==> src/design/link_test_pkg.sv <==
package link_test_pkg;

  localparam int NUM_LANES = 4;

  typedef logic [7:0]                   mode_t;
  typedef logic [1:0]                   lane_data_t;
  typedef logic [31:0]                  recv_cnt_t;
  typedef logic [31:0]                  err_cnt_t;
  typedef logic [NUM_LANES-1:0]         lane_mask_t;
  typedef logic [$clog2(NUM_LANES)-1:0] lane_idx_t;
  typedef logic [1:0]                   pattern_t;
  typedef logic [15:0]                  dev_ctrl_t;
  typedef logic [6:0]                   prbs_t;
  typedef logic [2:0]                   wb_adr_t;
  typedef logic [31:0]                  wb_data_t;

  // Pattern codes
  localparam pattern_t PAT_ALT  = 2'd0;
  localparam pattern_t PAT_CNT  = 2'd1;
  localparam pattern_t PAT_PRBS = 2'd2; // PRBS7, x^7+x^6+1
  localparam pattern_t PAT_ZERO = 2'd3;

  localparam prbs_t PRBS_SEED = 7'h7f;

  // Main mode codes
  localparam mode_t MODE_IDLE   = 8'd0;
  localparam mode_t MODE_SINGLE = 8'd1;
  localparam mode_t MODE_ALL    = 8'd2;

  // Word addresses
  localparam wb_adr_t REG_MODE   = 3'd0;
  localparam wb_adr_t REG_CTRL   = 3'd1;
  localparam wb_adr_t REG_RECV   = 3'd2;
  localparam wb_adr_t REG_ERR    = 3'd3;
  localparam wb_adr_t REG_STATUS = 3'd4;

  localparam int CTRL_CLR_BIT  = 0;
  localparam int CTRL_HOLD_BIT = 1;

  localparam dev_ctrl_t DEV_CTRL_OFF = 16'h0001; // Link devices powered down

  typedef struct packed {
    lane_mask_t lane_en;
    pattern_t   pattern;
    lane_idx_t  rd_lane;
    dev_ctrl_t  dev_ctrl;
  } lane_cfg_t;

  typedef struct packed {
    recv_cnt_t recv;
    err_cnt_t  err;
  } lane_stat_t;

  typedef struct packed {
    logic     cyc;
    logic     stb;
    logic     we;
    wb_adr_t  adr;
    wb_data_t dat;
  } wb_req_t;

  localparam lane_cfg_t CFG_IDLE = '{lane_en: '0, pattern: PAT_ZERO, rd_lane: '0,
                                     dev_ctrl: DEV_CTRL_OFF};

endpackage

==> src/design/lane_tester.sv <==
`timescale 1ns/1ps

module lane_tester import link_test_pkg::*; (
  input  logic       CLK,
  input  logic       RSTX,
  input  logic       enable,
  input  logic       hold,
  input  logic       clr,
  input  pattern_t   pattern,
  input  lane_data_t din,
  output lane_data_t dout,
  output lane_stat_t stat
);

  prbs_t      prbs;
  prbs_t      prbs_nxt;
  lane_data_t pat_nxt;
  lane_data_t bit_err;
  logic       restart;

  // One shift of the PRBS7 register
  function automatic prbs_t prbs_step(input prbs_t s);
    return {s[5:0], s[6] ^ s[5]};
  endfunction

  assign prbs_nxt = prbs_step(prbs_step(prbs)); // Two bits per cycle
  assign bit_err  = din ^ dout;
  assign restart  = !enable || clr;

  always_comb begin
    case (pattern)
      PAT_ALT:  pat_nxt = (dout == 2'b01) ? 2'b10 : 2'b01;
      PAT_CNT:  pat_nxt = dout + 2'd1;
      PAT_PRBS: pat_nxt = prbs_nxt[1:0];
      PAT_ZERO: pat_nxt = 2'b00;
    endcase
  end

  // Generator
  always_ff @(posedge CLK or negedge RSTX) begin
    if (!RSTX) begin
      dout <= '0;
      prbs <= PRBS_SEED;
    end else if (restart) begin
      dout <= '0;
      prbs <= PRBS_SEED;
    end else if (!hold) begin
      dout <= pat_nxt;
      if (pattern == PAT_PRBS) begin
        prbs <= prbs_nxt;
      end
    end
  end

  // Checker and counters
  always_ff @(posedge CLK or negedge RSTX) begin
    if (!RSTX) begin
      stat <= '0;
    end else if (restart) begin
      stat <= '0;
    end else if (!hold) begin
      stat.recv <= stat.recv + recv_cnt_t'(1);
      stat.err  <= stat.err + err_cnt_t'(bit_err[0]) + err_cnt_t'(bit_err[1]);
    end
  end

  a_err_step: assert property (
    @(posedge CLK) disable iff (!RSTX)
    (stat.err == '0) || (stat.err <= $past(stat.err) + err_cnt_t'(2))
  ) else $error("error count jumped by more than two bits");

endmodule

==> src/design/link_test_regs.sv <==
`timescale 1ns/1ps

module link_test_regs import link_test_pkg::*; (
  input  logic       CLK,
  input  logic       RSTX,
  input  wb_req_t    wb_req,
  input  lane_cfg_t  cfg,
  input  lane_stat_t stats [NUM_LANES],
  output wb_data_t   wb_dat,
  output logic       wb_ack,
  output mode_t      main_mode,
  output mode_t      sub_mode,
  output logic       lane_clr,
  output logic       lane_hold
);

  typedef enum logic {
    WB_IDLE,
    WB_ACK
  } wb_state_t;

  wb_state_t  state;
  wb_state_t  state_nxt;
  logic       req;
  logic       access;
  logic       wr_mode;
  logic       wr_ctrl;
  lane_stat_t sel_stat;
  pattern_t   stat_pat;

  assign req     = wb_req.cyc && wb_req.stb;
  assign access  = req && (state == WB_IDLE); // Accepted on this edge
  assign wr_mode = access && wb_req.we && (wb_req.adr == REG_MODE);
  assign wr_ctrl = access && wb_req.we && (wb_req.adr == REG_CTRL);

  always_comb begin
    state_nxt = state;
    case (state)
      WB_IDLE: if (req) state_nxt = WB_ACK;
      WB_ACK:  state_nxt = WB_IDLE; // Single-cycle ack
      default: state_nxt = WB_IDLE;
    endcase
  end

  always_ff @(posedge CLK or negedge RSTX) begin
    if (!RSTX) begin
      state <= WB_IDLE;
    end else begin
      state <= state_nxt;
    end
  end

  assign wb_ack = (state == WB_ACK);

  always_ff @(posedge CLK or negedge RSTX) begin
    if (!RSTX) begin
      main_mode <= MODE_IDLE;
      sub_mode  <= '0;
      lane_clr  <= 1'b0;
      lane_hold <= 1'b0;
    end else begin
      lane_clr <= wr_ctrl && wb_req.dat[CTRL_CLR_BIT]; // One-cycle pulse
      if (wr_mode) begin
        main_mode <= wb_req.dat[15:8];
        sub_mode  <= wb_req.dat[7:0];
      end
      if (wr_ctrl) begin
        lane_hold <= wb_req.dat[CTRL_HOLD_BIT];
      end
    end
  end

  assign sel_stat = stats[cfg.rd_lane];
  assign stat_pat = (cfg.lane_en != '0) ? cfg.pattern : '0; // Pattern shown for active link only

  // Address is held by the master through the ack cycle
  always_comb begin
    case (wb_req.adr)
      REG_MODE:   wb_dat = {16'd0, main_mode, sub_mode};
      REG_CTRL:   wb_dat = {30'd0, lane_hold, 1'b0};
      REG_RECV:   wb_dat = sel_stat.recv;
      REG_ERR:    wb_dat = sel_stat.err;
      REG_STATUS: wb_dat = {23'd0, lane_hold, 2'd0, stat_pat, cfg.lane_en};
      default:    wb_dat = '0;
    endcase
  end

  a_ack_single: assert property (
    @(posedge CLK) disable iff (!RSTX)
    wb_ack |=> !wb_ack
  ) else $error("wb_ack held for two cycles");

endmodule

==> src/design/link_test_top.sv <==
`timescale 1ns/1ps

module link_test_top import link_test_pkg::*; (
  input  logic       CLK,
  input  logic       RSTX,
  input  wb_req_t    wb_req,
  input  lane_data_t lane_din [NUM_LANES],
  output wb_data_t   wb_dat,
  output logic       wb_ack,
  output lane_data_t lane_dout [NUM_LANES],
  output dev_ctrl_t  dev_ctrl
);

  mode_t      main_mode;
  mode_t      sub_mode;
  logic       lane_clr;
  logic       lane_hold;
  lane_cfg_t  cfg;
  lane_stat_t stats [NUM_LANES];

  link_test_regs i_regs (
    .CLK       (CLK),
    .RSTX      (RSTX),
    .wb_req    (wb_req),
    .cfg       (cfg),
    .stats     (stats),
    .wb_dat    (wb_dat),
    .wb_ack    (wb_ack),
    .main_mode (main_mode),
    .sub_mode  (sub_mode),
    .lane_clr  (lane_clr),
    .lane_hold (lane_hold)
  );

  mode_decoder i_decoder (
    .CLK       (CLK),
    .RSTX      (RSTX),
    .main_mode (main_mode),
    .sub_mode  (sub_mode),
    .cfg       (cfg)
  );

  // One tester per lane, all sharing pattern and controls
  for (genvar k = 0; k < NUM_LANES; k++) begin : g_lane
    lane_tester i_tester (
      .CLK     (CLK),
      .RSTX    (RSTX),
      .enable  (cfg.lane_en[k]),
      .hold    (lane_hold),
      .clr     (lane_clr),
      .pattern (cfg.pattern),
      .din     (lane_din[k]),
      .dout    (lane_dout[k]),
      .stat    (stats[k])
    );
  end

  assign dev_ctrl = cfg.dev_ctrl;

endmodule

==> src/design/mode_decoder.sv <==
`timescale 1ns/1ps

module mode_decoder import link_test_pkg::*; (
  input  logic      CLK,
  input  logic      RSTX,
  input  mode_t     main_mode,
  input  mode_t     sub_mode,
  output lane_cfg_t cfg
);

  lane_cfg_t cfg_nxt;

  // Control word for the external link devices
  function automatic dev_ctrl_t dev_word(input lane_mask_t en, input pattern_t pat);
    dev_ctrl_t w;
    w = '0;
    if (en == '0) begin
      w = DEV_CTRL_OFF;
    end else begin
      w[5:2] = en;
      w[7:6] = pat;
    end
    return w;
  endfunction

  always_comb begin
    cfg_nxt = CFG_IDLE;
    case (main_mode)
      MODE_IDLE: begin
        cfg_nxt = CFG_IDLE;
      end
      MODE_SINGLE: begin
        cfg_nxt.lane_en = lane_mask_t'(1) << sub_mode[1:0]; // One-hot lane
        cfg_nxt.pattern = sub_mode[3:2];
        cfg_nxt.rd_lane = sub_mode[1:0];
      end
      MODE_ALL: begin
        cfg_nxt.lane_en = '1;
        cfg_nxt.pattern = sub_mode[3:2];
        cfg_nxt.rd_lane = sub_mode[1:0];
      end
      default: begin
        cfg_nxt = CFG_IDLE; // Unknown codes park the link
      end
    endcase
    cfg_nxt.dev_ctrl = dev_word(cfg_nxt.lane_en, cfg_nxt.pattern);
  end

  always_ff @(posedge CLK or negedge RSTX) begin
    if (!RSTX) begin
      cfg <= CFG_IDLE;
    end else begin
      cfg <= cfg_nxt;
    end
  end

  a_off_bit: assert property (
    @(posedge CLK) disable iff (!RSTX)
    cfg.dev_ctrl[0] == (cfg.lane_en == '0)
  ) else $error("dev_ctrl off bit disagrees with lane mask");

endmodule

==> config.mk <==
export PLATFORM = sky130hd
export DESIGN_NAME = link_test_top
export DESIGN_NICKNAME = d
export VERILOG_FILES = /design/src/design/link_test_pkg.sv /design/src/design/lane_tester.sv /design/src/design/link_test_regs.sv /design/src/design/link_test_top.sv /design/src/design/mode_decoder.sv
export SDC_FILE = /design/constraint.sdc
export NUM_CORES = 1
export LEC_CHECK = 0
export BUFFER_PORTS_ARGS = -buffer_cell sky130_fd_sc_hd__buf_2
export CAP_MARGIN = 20
export CORE_MARGIN = 4
export CORE_UTILIZATION = 54
export CTS_BUF_LIST = sky130_fd_sc_hd__clkbuf_2 sky130_fd_sc_hd__clkbuf_4 sky130_fd_sc_hd__clkbuf_8
export DETAILED_ROUTE_END_ITERATION = 12
export GPL_TIMING_DRIVEN = 0
export PLACE_DENSITY = 0.72
export SYNTH_ARGS = -nofsm -noshare
export SYNTH_HDL_FRONTEND = slang
export SYNTH_SLANG_ARGS = --single-unit
==> constraint.sdc <==
create_clock -name CLK -period 4.42 [get_ports CLK]
set_input_delay 1.105 -clock CLK [delete_from_list [all_inputs] [get_ports CLK]]
set_output_delay 1.105 -clock CLK [all_outputs]
set_load 0.005 [all_outputs]
==> summary.txt, run 1 <==
Finish
  • # fillers: 2942
  • Layout area overhead: 12.4%
  • Share of cells above drive strength 1: 0.164
  • Nets@finish: 2151
  • Core Util, Final: 0.617

Clock network
  • Clock root cell: clkbuf_8
  • CTS tree: yes
  • Num CTS Buffers: 58
  • Bufs on Longest Clock Path: 3
  • Clock Sinks: 325
  • H-tree depth: 2
  • Clock slew at reported path FFs: 0.06 ns
  • Clk Latency, worst-skew pair: 0.68 ns

STA
  • Setup ws final: 0.0377 ns
  • TNS Setup: 0 ns
  • Tcrit/Tclk final: 0.991
  • Crit path time final: 4.38 ns
  • Max-slew violations: 0
  • Hold Violations, Final: 0
  • Setup violations, final: 0
  • Worst hold margin: 0.346 ns
  • Unrepaired setup endpoints after global routing: no
  • Slew @ Worst Pin: 1.07 ns
  • Worst slew margin: 0.290
  • FMAX: 228 MHz
  • Worst Skew: 0.0310 ns

Place
  • Worst setup slack after placement: -0.424 ns
  • Port bufs: 77
  • Post-DP HPWL: 47.3 mm
  • GP Congestion: 1.04

Worst setup path
  • Worst setup path category: in2out
  • Worst path arrival time: 3.28 ns
  • Critical Path Fanout Max: 10
  • Setup crit end kind: output pin
  • Startpoint Class: input pin
  • Worst Path Required: 3.31 ns

Synthesis
  • Synthesized cell area: 19000 um2
  • Synth Flop Type: dfrtp_1
  • Fraction of registers with async set/reset: 1.00
  • #FFs+latches synth: 325
  • Warnings, synthesis: 0
  • Seq/Total Area, Yosys: 0.431
  • Post-synth EDFFs: 0
  • Syn Area/Cell: 9.77 um2
  • Mapped Cells: 1940
  • Synth unique cells: 61

Drt
  • First-iteration detailed-routing DRC count: 1759
  • DRT Pass-1 Iters: 6
  • WL/cell: 24.5 um
  • Residual DRC: 0
  • Total Routed Length: 63.4 mm
  • Vias after detailed routing: 17300
  • Final ANT Viol Nets: 0
  • Via density: 6.67

Global route
  • First-pass GRT wire length: 97.4 mm
  • Largest net degree at the start of global routing: 121
  • Vias in the first global route: 16600
  • Initial antenna violation count: 2
  • Overall routing resource usage: 0.327
  • Remaining global-route overflow: 0

Power and ir drop
  • Static Leak: 8.02 nW
  • Total Power: 6.94 mW
  • Pwr/cell area: 326 nW/um2
  • Max IR drop VDD: 212 uV

Floorplanning
  • Core box area: 34500 um2
  • Die X: 195 um
  • Starting Density: 0.549
  • Rows: 68
  • Die Area: 38200 um2
  • Die Ht: 195 um
  • Io pins: 105

Status
  • Status: completed

Worst hold path
  • Min-delay worst type: in2async

Run
  • Max-Cap Viols: 0
metal layers:
metal | wire length [um] | global-route usage
met4 | 4050 | 0.184
met1 | 25000 | 0.441
met5 | 28 | 0
met3 | 5940 | 0.0695
met2 | 28300 | 0.493
stage by stage:
stage	instance area, um2	instances
2_1_floorplan	19000	1948
3_5_place_dp	20000	2483
6_report	21300	2590
3_3_place_gp	19900	2480
4_1_cts	21300	2589
5_1_grt	21300	2590
sequential cells by signal, indices dropped and copies added (netlist names):
register              cells
i_decoder.cfg            14
i_regs.wb_ack             1
g_lane.i_tester.dout      8
i_regs.sub_mode           8
i_regs.main_mode          8
i_regs.lane_clr           1
g_lane.i_tester.prbs     28
g_lane.i_tester.stat    256
i_regs.lane_hold          1
cell usage in the layout, fill, tap and decap left out, drive strengths merged, types with 12 or more instances in the layout:
cell type  netlist  routed
a21oi          155     155
and2            13      13
and3            28      28
and4            27      27
buf             43     120
clkbuf          97     200
dfrtp          294     294
dfstp           31      31
ha              12      12
inv             35      37
mux2            21      21
mux2i           48      48
mux4            64      64
nand2          179     179
nand2b          29      29
nand3          102     102
nand4           67      67
nand4b          13      13
nor2           143     143
nor2b           12      12
nor3            20      20
nor4            35      35
o21ai           51      51
o31ai           79      79
o41ai           14      14
or3             47      47
or4             91      91
xnor2           57      57
xor2            47      47
Yosys cell counts, drive strengths merged, types with 47 or more instances:
library cell	instances	share of area
or3	47	0.016
a21oi	155	0.041
dfrtp	294	0.39
nor2	143	0.028
nand3	102	0.027
nand4	67	0.022
mux2i	48	0.025
clkbuf	97	0.019
o21ai	51	0.013
mux4	64	0.076
xor2	47	0.022
o31ai	79	0.031
nand2	179	0.035
xnor2	57	0.026
or4	91	0.036
final cells by class:
type / count / area, um2 / share of cell area
sequential: 325 / 8170 / 0.384
antenna: 1 / 2.50 / 0.000117
timing repair buffer: 80 / 478 / 0.0224
clock buffer: 102 / 1230 / 0.0577
clock inverter: 5 / 36.3 / 0.00170
inverter: 35 / 131 / 0.00617
buffer: 139 / 617 / 0.0290
multi-input combinational: 1448 / 10100 / 0.473
tap: 455 / 569 / 0.0267
cells by family after synthesis:
| family | count (synthesis) | synth area share |
|---|---|---|
| simple gates | 832 | 0.240 |
| compound gates | 354 | 0.116 |
| flops | 325 | 0.431 |
| buf+inv | 175 | 0.0390 |
| mux | 133 | 0.114 |
| xor+xnor | 104 | 0.0481 |
| fa+ha+maj | 16 | 0.0121 |
| other cells | 1 | 0.000198 |
what timing repair did:
action	CTS	global route
buffers inserted	0	0
gates resized for setup	5	3
hold buffers	0	0
setup endpoints to repair	30	11
final timing paths:
path,startpoint,slack (ns),endpoint,depth (start not counted)
hold / removal,RSTX,0.35,g_lane[0].i_tester.stat[27],1
hold reg to reg,g_lane[0].i_tester.prbs[3],0.46,g_lane[0].i_tester.prbs[5],2
min in group CLK,g_lane[0].i_tester.prbs[3],0.46,g_lane[0].i_tester.prbs[5],2
max in group asynchronous,RSTX,2.93,g_lane[2].i_tester.stat[36],3
setup reg to reg,g_lane[0].i_tester.dout[1],1.26,g_lane[0].i_tester.stat[28],9
setup / recovery,wb_req[32],0.04,wb_dat[19],7
critical path: stages:
cell and delay (ns):
buf_2 0.34, clkbuf_2 0.46, buf_2 0.43, mux4_2 0.47, mux2i_1 0.24, nor2_1 0.07, buf_2 0.14
power by group:
part	switching, mW	internal, mW	leakage (nW)	total [mW]
registers	0.0679	3.04	4.41	3.11
clock network	1.33	1.73	0.682	3.07
logic	0.527	0.238	2.92	0.765
total	1.93	5.01	8.02	6.94
Power figures use the tool's default switching activity.
==> run 2, diff against run 1 <==
--- a/config.mk
+++ b/config.mk
@@ -11,8 +11,8 @@
 export CORE_UTILIZATION = 54
 export CTS_BUF_LIST = sky130_fd_sc_hd__clkbuf_2 sky130_fd_sc_hd__clkbuf_4 sky130_fd_sc_hd__clkbuf_8
 export DETAILED_ROUTE_END_ITERATION = 12
-export GPL_TIMING_DRIVEN = 0
 export PLACE_DENSITY = 0.72
 export SYNTH_ARGS = -nofsm -noshare
 export SYNTH_HDL_FRONTEND = slang
+export SYNTH_HIERARCHICAL = 1
 export SYNTH_SLANG_ARGS = --single-unit
==> run 2 against run 1 <==
Utilization shrank 2.2 points. Largest cell class unchanged. First-iteration DRC count shrank 12%. Total power shrank 3.5%. Combinational power shrank 18%. Via count shrank 5.6%. Maximum frequency grew 14%. Area after synthesis grew 1.9%. Clock power shrank 5%. Highest routed layer is now met4. Cell area shrank 1.1%. Global-route usage shrank 5.0 points. Routed wire length shrank 14%. Sequential cell count shrank 1.
==> summary.txt, run 2 <==
Status
  • Status: completed

Drt
  • First-iteration detailed-routing DRC count: 1543
  • Via density: 6.61
  • Residual DRC: 0
  • DRT Pass-1 Iters: 5
  • Final ANT Viol Nets: 0
  • WL/cell: 22.1 um
  • Total Routed Length: 54.6 mm
  • Vias after detailed routing: 16300

Clock network
  • Clock Sinks: 324
  • Clk Latency, worst-skew pair: 0.63 ns
  • Resized Gates After CTS: 0
  • Bufs on Longest Clock Path: 3
  • Clock slew at reported path FFs: 0.06 ns
  • Post-CTS setup buffers: 0
  • CTS tree: yes
  • Num CTS Buffers: 56
  • H-tree depth: 2
  • # hold bufs at CTS: 0
  • Clock root cell: clkbuf_8

STA
  • Worst Skew: 0.0326 ns
  • Slew @ Worst Pin: 1.07 ns
  • Tcrit/Tclk final: 0.873
  • Crit path time final: 3.86 ns
  • Setup violations, final: 0
  • Hold Violations, Final: 0
  • Max-slew violations: 0
  • FMAX: 259 MHz
  • TNS Setup: 0 ns
  • Worst slew margin: 0.288
  • Unrepaired setup endpoints after global routing: no

Finish
  • Diodes inserted: 0
  • Nets@finish: 2026
  • Layout area overhead: 9.07%
  • Largest Register: g_lane.i_tester/stat
  • Biggest regs: g_lane.i_tester/stat (256), g_lane.i_tester/prbs (28), i_decoder/cfg (13)
  • Core Util, Final: 0.595
  • Max reg flops: 256
  • Final std cells w/o fill: 2466
  • Share of cells above drive strength 1: 0.158
  • Most frequent cells in the layout: 290 x dfrtp_1, 159 x nand2_1, 148 x nor2_1
  • Commonest non-fill, non-tap cell in the layout: dfrtp_1

Synthesis
  • Dominant cells by area after synthesis: dfrtp_1 38%, mux4_1 4.6%, dfstp_2 4.2%
  • Post-synth EDFFs: 0
  • Synthesized cell area: 19300 um2
  • Top cells by count, synth: 293 x dfrtp_1, 159 x nand2_1, 148 x nor2_1
  • Synth Flop Type: dfrtp_1
  • Synth unique cells: 66
  • Syn Area/Cell: 9.98 um2
  • Cell taking the most area after synthesis: dfrtp_1
  • Warnings, synthesis: 6
  • #FFs+latches synth: 324
  • Seq/Total Area, Yosys: 0.422
  • Fraction of registers with async set/reset: 1.00
  • Post-synth top area share: 0.380
  • Mapped Cells: 1936
  • Most frequent cell after synthesis: dfrtp_1

Worst setup path
  • Worst reg2reg endpoint: g_lane[0].i_tester/stat[30]
  • Worst Path Required: 3.31 ns
  • Worst setup path category: reg2out
  • R2r setup slk: 1.47 ns
  • Critical Path Fanout Max: 23
  • Reg2Reg Depth: 7
  • Startpoint Class: register
  • Worst path arrival time: 2.75 ns
  • Worst reg2reg startpoint: g_lane[0].i_tester/dout[0]
  • Setup crit end kind: output pin

Global route
  • Initial antenna violation count: 1
  • First-pass GRT wire length: 85.6 mm
  • Vias in the first global route: 15300
  • Overall routing resource usage: 0.277
  • Remaining global-route overflow: 0
  • Largest net degree at the start of global routing: 113

Worst hold path
  • Critical hold path startpoint: g_lane[0].i_tester/prbs[2]
  • Hold Path Sink: g_lane[0].i_tester/prbs[4]
  • Worst hold path cell count: 2
  • Min-delay worst type: reg2reg

Place
  • Port bufs: 79
  • GP Congestion: 0.950
  • Placed Cells incl. Taps: 2365
  • Post-DP HPWL: 38.8 mm

Floorplanning
  • Die X: 197 um
  • Core box area: 35400 um2
  • Starting Density: 0.546
  • Die Ht: 197 um
  • Rows: 69
  • Io pins: 105
  • Die Area: 38900 um2

Power and ir drop
  • Static Leak: 8.09 nW
  • Pwr/cell area: 318 nW/um2
  • Max IR drop VDD: 262 uV

Run
  • Max-Cap Viols: 0
run 2: routing by layer:
layer / up-vias / wire length (um) / track usage
met5: - / 0 / 0
met4: 0 / 2450 / 0.123
met1: 8147 / 22800 / 0.383
met3: 134 / 4220 / 0.0501
li1: 7357 / - / -
met2: 671 / 25100 / 0.431
run 2: how the worst max path moves through the flow:
stage | startpoint | to
2_1_floorplan | lane_din[7] | g_lane[0].i_tester/stat[30]
3_3_place_gp | lane_din[5] | g_lane[1].i_tester/stat[30]
3_5_place_dp | lane_din[7] | g_lane[0].i_tester/stat[30]
5_1_grt | i_decoder/cfg[16] | wb_dat[22]
6_report | i_decoder/cfg[16] | wb_dat[16]
4_1_cts | i_decoder/cfg[16] | wb_dat[16]
run 2: critical path, cell delays in order (launching register included):
cell,delay [ns]
dfrtp_4,0.59
buf_4,0.42
mux4_1,0.63
mux2i_1,0.29
nor2_1,0.07
buf_2,0.13
run 2: final cells by class:
type,instances,area (um2)
fillers,3017,14300
multi-input cells,1448,10400
repair buffers,101,633
well taps,461,577
flip-flops and latches,324,8150
clock buffers,95,1150
inverters,31,116
clock inverters,6,60.1
run 2: cell families (layout without fill, tap and decap cells):
| family | after synthesis | in the layout | share of synthesized area |
|---|---|---|---|
| compound gates | 343 | 343 | 0.111 |
| xor+xnor | 108 | 108 | 0.0490 |
| fa+ha+maj | 16 | 16 | 0.0119 |
| buf+inv | 172 | 233 | 0.0431 |
| flops | 324 | 324 | 0.422 |
| mux | 137 | 137 | 0.120 |
| other cells | 1 | 9 | 0.000194 |
| simple gates | 835 | 835 | 0.243 |
run 2: power by group:
group          switching, mW  internal (mW)
combinational          0.404          0.227
clock                   1.25           1.68
sequential             0.102           3.03
total                   1.76           4.94
run 2: stage by stage:
step / hold slack (ns) / setup slack (ns) / power [mW] / instance area (um2)
5_1_grt: 0.499 / 0.396 / 6.97 / 21100
2_1_floorplan: 0.464 / 1.29 / 3.58 / 19300
4_1_cts: 0.485 / 0.476 / 6.77 / 21100
6_report: 0.477 / 0.562 / 6.70 / 21100
3_3_place_gp: 0.471 / 0.724 / 3.80 / 19900
3_5_place_dp: 0.478 / 0.685 / 3.81 / 19900
==> run 3, diff against run 2 <==
--- a/config.mk
+++ b/config.mk
@@ -7,11 +7,13 @@
 export LEC_CHECK = 0
 export BUFFER_PORTS_ARGS = -buffer_cell sky130_fd_sc_hd__buf_2
 export CAP_MARGIN = 20
+export CELL_PAD_IN_SITES_DETAIL_PLACEMENT = 1
+export CELL_PAD_IN_SITES_GLOBAL_PLACEMENT = 2
 export CORE_MARGIN = 4
-export CORE_UTILIZATION = 54
+export CORE_UTILIZATION = 45
 export CTS_BUF_LIST = sky130_fd_sc_hd__clkbuf_2 sky130_fd_sc_hd__clkbuf_4 sky130_fd_sc_hd__clkbuf_8
 export DETAILED_ROUTE_END_ITERATION = 12
-export PLACE_DENSITY = 0.72
+export PLACE_DENSITY_LB_ADDON = 0.1
 export SYNTH_ARGS = -nofsm -noshare
 export SYNTH_HDL_FRONTEND = slang
 export SYNTH_HIERARCHICAL = 1
==> run 3 against run 2 <==
Via count increased by 1.0%. Total power increased by 4.3%. Clock power increased by 8.9%. Register-to-register slack got worse by 0.15 ns. Combinational power increased by 2%. Maximum frequency decreased by 7.2%. Sequential share of layout area decreased by 0.41 points. First-iteration DRC count decreased by 30%. Hold slack got worse by 0.027 ns. Critical path type is now in2out.
==> summary.txt, run 3 (synthesis gave the netlist of run 2 again) <==
Status
  • Status: completed

Floorplanning
  • Die Ht: 215 um
  • Die X: 215 um
  • Rows: 75
  • Core box area: 42200 um2
  • Starting Density: 0.457
  • Io pins: 105
  • Die Area: 46300 um2

Finish
  • Nets@finish: 2029
  • Max reg flops: 256
  • Core Util, Final: 0.504
  • Biggest regs: g_lane.i_tester/stat (256), g_lane.i_tester/prbs (28), i_decoder/cfg (13)
  • Share of cells above drive strength 1: 0.161
  • Largest Register: g_lane.i_tester/stat
  • Most frequent cells in the layout: 290 x dfrtp_1, 159 x nand2_1, 148 x nor2_1
  • Commonest non-fill, non-tap cell in the layout: dfrtp_1
  • # fillers: 4749
  • Layout area overhead: 10.2%
  • Final std cells w/o fill: 2554

STA
  • FMAX: 241 MHz
  • Worst Skew: 0.0333 ns
  • Setup violations, final: 0
  • TNS Setup: 0 ns
  • Hold Violations, Final: 0
  • Tcrit/Tclk final: 0.940
  • Crit path time final: 4.16 ns
  • Max-slew violations: 0
  • Unrepaired setup endpoints after global routing: no
  • Slew @ Worst Pin: 1.05 ns
  • Worst slew margin: 0.303

Clock network
  • Clock slew at reported path FFs: 0.06 ns
  • Clock Sinks: 324
  • Clk Latency, worst-skew pair: 0.68 ns
  • Clock root cell: clkbuf_8
  • # hold bufs at CTS: 0
  • CTS tree: yes
  • Num CTS Buffers: 61
  • Post-CTS setup buffers: 0
  • Bufs on Longest Clock Path: 3
  • Resized Gates After CTS: 0
  • H-tree depth: 2

Worst setup path
  • Worst reg2reg startpoint: g_lane[1].i_tester/dout[0]
  • Worst Path Required: 3.31 ns
  • Worst reg2reg endpoint: g_lane[1].i_tester/stat[30]
  • Worst setup path category: in2out
  • Worst path arrival time: 3.05 ns
  • Setup crit end kind: output pin
  • Critical Path Fanout Max: 41
  • Reg2Reg Depth: 7
  • Startpoint Class: input pin
  • R2r setup slk: 1.32 ns

Global route
  • Remaining global-route overflow: 0
  • Vias in the first global route: 16900
  • Overall routing resource usage: 0.272
  • Largest net degree at the start of global routing: 93
  • M2 GR Usage: 0.441
  • First-pass GRT wire length: 100 mm
  • Grt met1 use: 0.367
  • Most used routing layer: met2
  • Initial antenna violation count: 2
  • Met3 Use GR: 0.0559

Power and ir drop
  • Pwr/cell area: 328 nW/um2
  • Cell internal pwr: 5.09 mW
  • Total Power: 6.99 mW
  • Share of power burned in the clock network: 0.457
  • Logic pwr share: 0.092
  • Sequential power share: 0.450
  • Max IR drop VDD: 198 uV
  • Sw Share: 0.271
  • P_sw: 1.89 mW
  • Static Leak: 8.16 nW

Place
  • Post-DP HPWL: 45.5 mm
  • GP Congestion: 0.882
  • Port bufs: 79
  • Placed Cells incl. Taps: 2440

Drt
  • Total Routed Length: 63.9 mm
  • Via density: 6.45
  • Vias after detailed routing: 16500
  • First-iteration detailed-routing DRC count: 1074
  • Final ANT Viol Nets: 0
  • WL/cell: 25.0 um
  • Residual DRC: 0
  • DRT Pass-1 Iters: 7

Run
  • Max-Cap Viols: 0

Worst hold path
  • Min-delay worst type: in2async
[run 3: how the worst max path moves through the flow]
stage / start / to / slack [ns] / cells past startpoint
global route: wb_req[32] / wb_dat[10] / 0.20 / 5
CTS: wb_req[32] / wb_dat[1] / 0.35 / 5
finish: wb_req[32] / wb_dat[1] / 0.26 / 5
global placement: wb_req[32] / wb_dat[1] / 0.35 / 5
detailed placement: wb_req[32] / wb_dat[1] / 0.36 / 5
floorplan: lane_din[7] / g_lane[0].i_tester/stat[30] / 1.29 / 8
[run 3: layer usage]
metal / vias up / routed length (um)
met5: - / 17
met4: 2 / 1980
met3: 119 / 3470
met2: 345 / 30300
met1: 8633 / 28100
li1: 7376 / -
[run 3: layout make-up]
type,count,area [um2],area share
Multi-Input combinational cell,1448,10400,0.487
Sequential cell,324,8150,0.383
Clock buffer,108,1310,0.0613
Tap cell,539,674,0.0317
Timing Repair Buffer,99,636,0.0298
Inverter,31,116,0.00546
Clock inverter,4,30.0,0.00141
Antenna cell,1,2.50,0.000118
[run 3: critical path, stage by stage]
cell and delay, ns:
buf_2 0.76, inv_1 0.54, mux2i_1 0.22, o32ai_1 0.22
buf_2 0.19
[run 3: power by group through the flow]
stage	sequential (mW)	clock (mW)	combinational, mW
floorplan	3.13	0	0.459
global placement	3.19	0	0.637
detailed placement	3.19	0	0.652
CTS	3.14	3.28	0.656
global route	3.15	3.44	0.712
finish	3.15	3.19	0.646
[run 3: stage by stage]
stage	cell area, um2	setup WS (ns)	hold slack, ns
floorplan	19300	1.29	0.464
global placement	19900	0.347	0.473
detailed placement	19900	0.362	0.479
CTS	21300	0.351	0.421
global route	21300	0.204	0.460
finish	21300	0.263	0.451
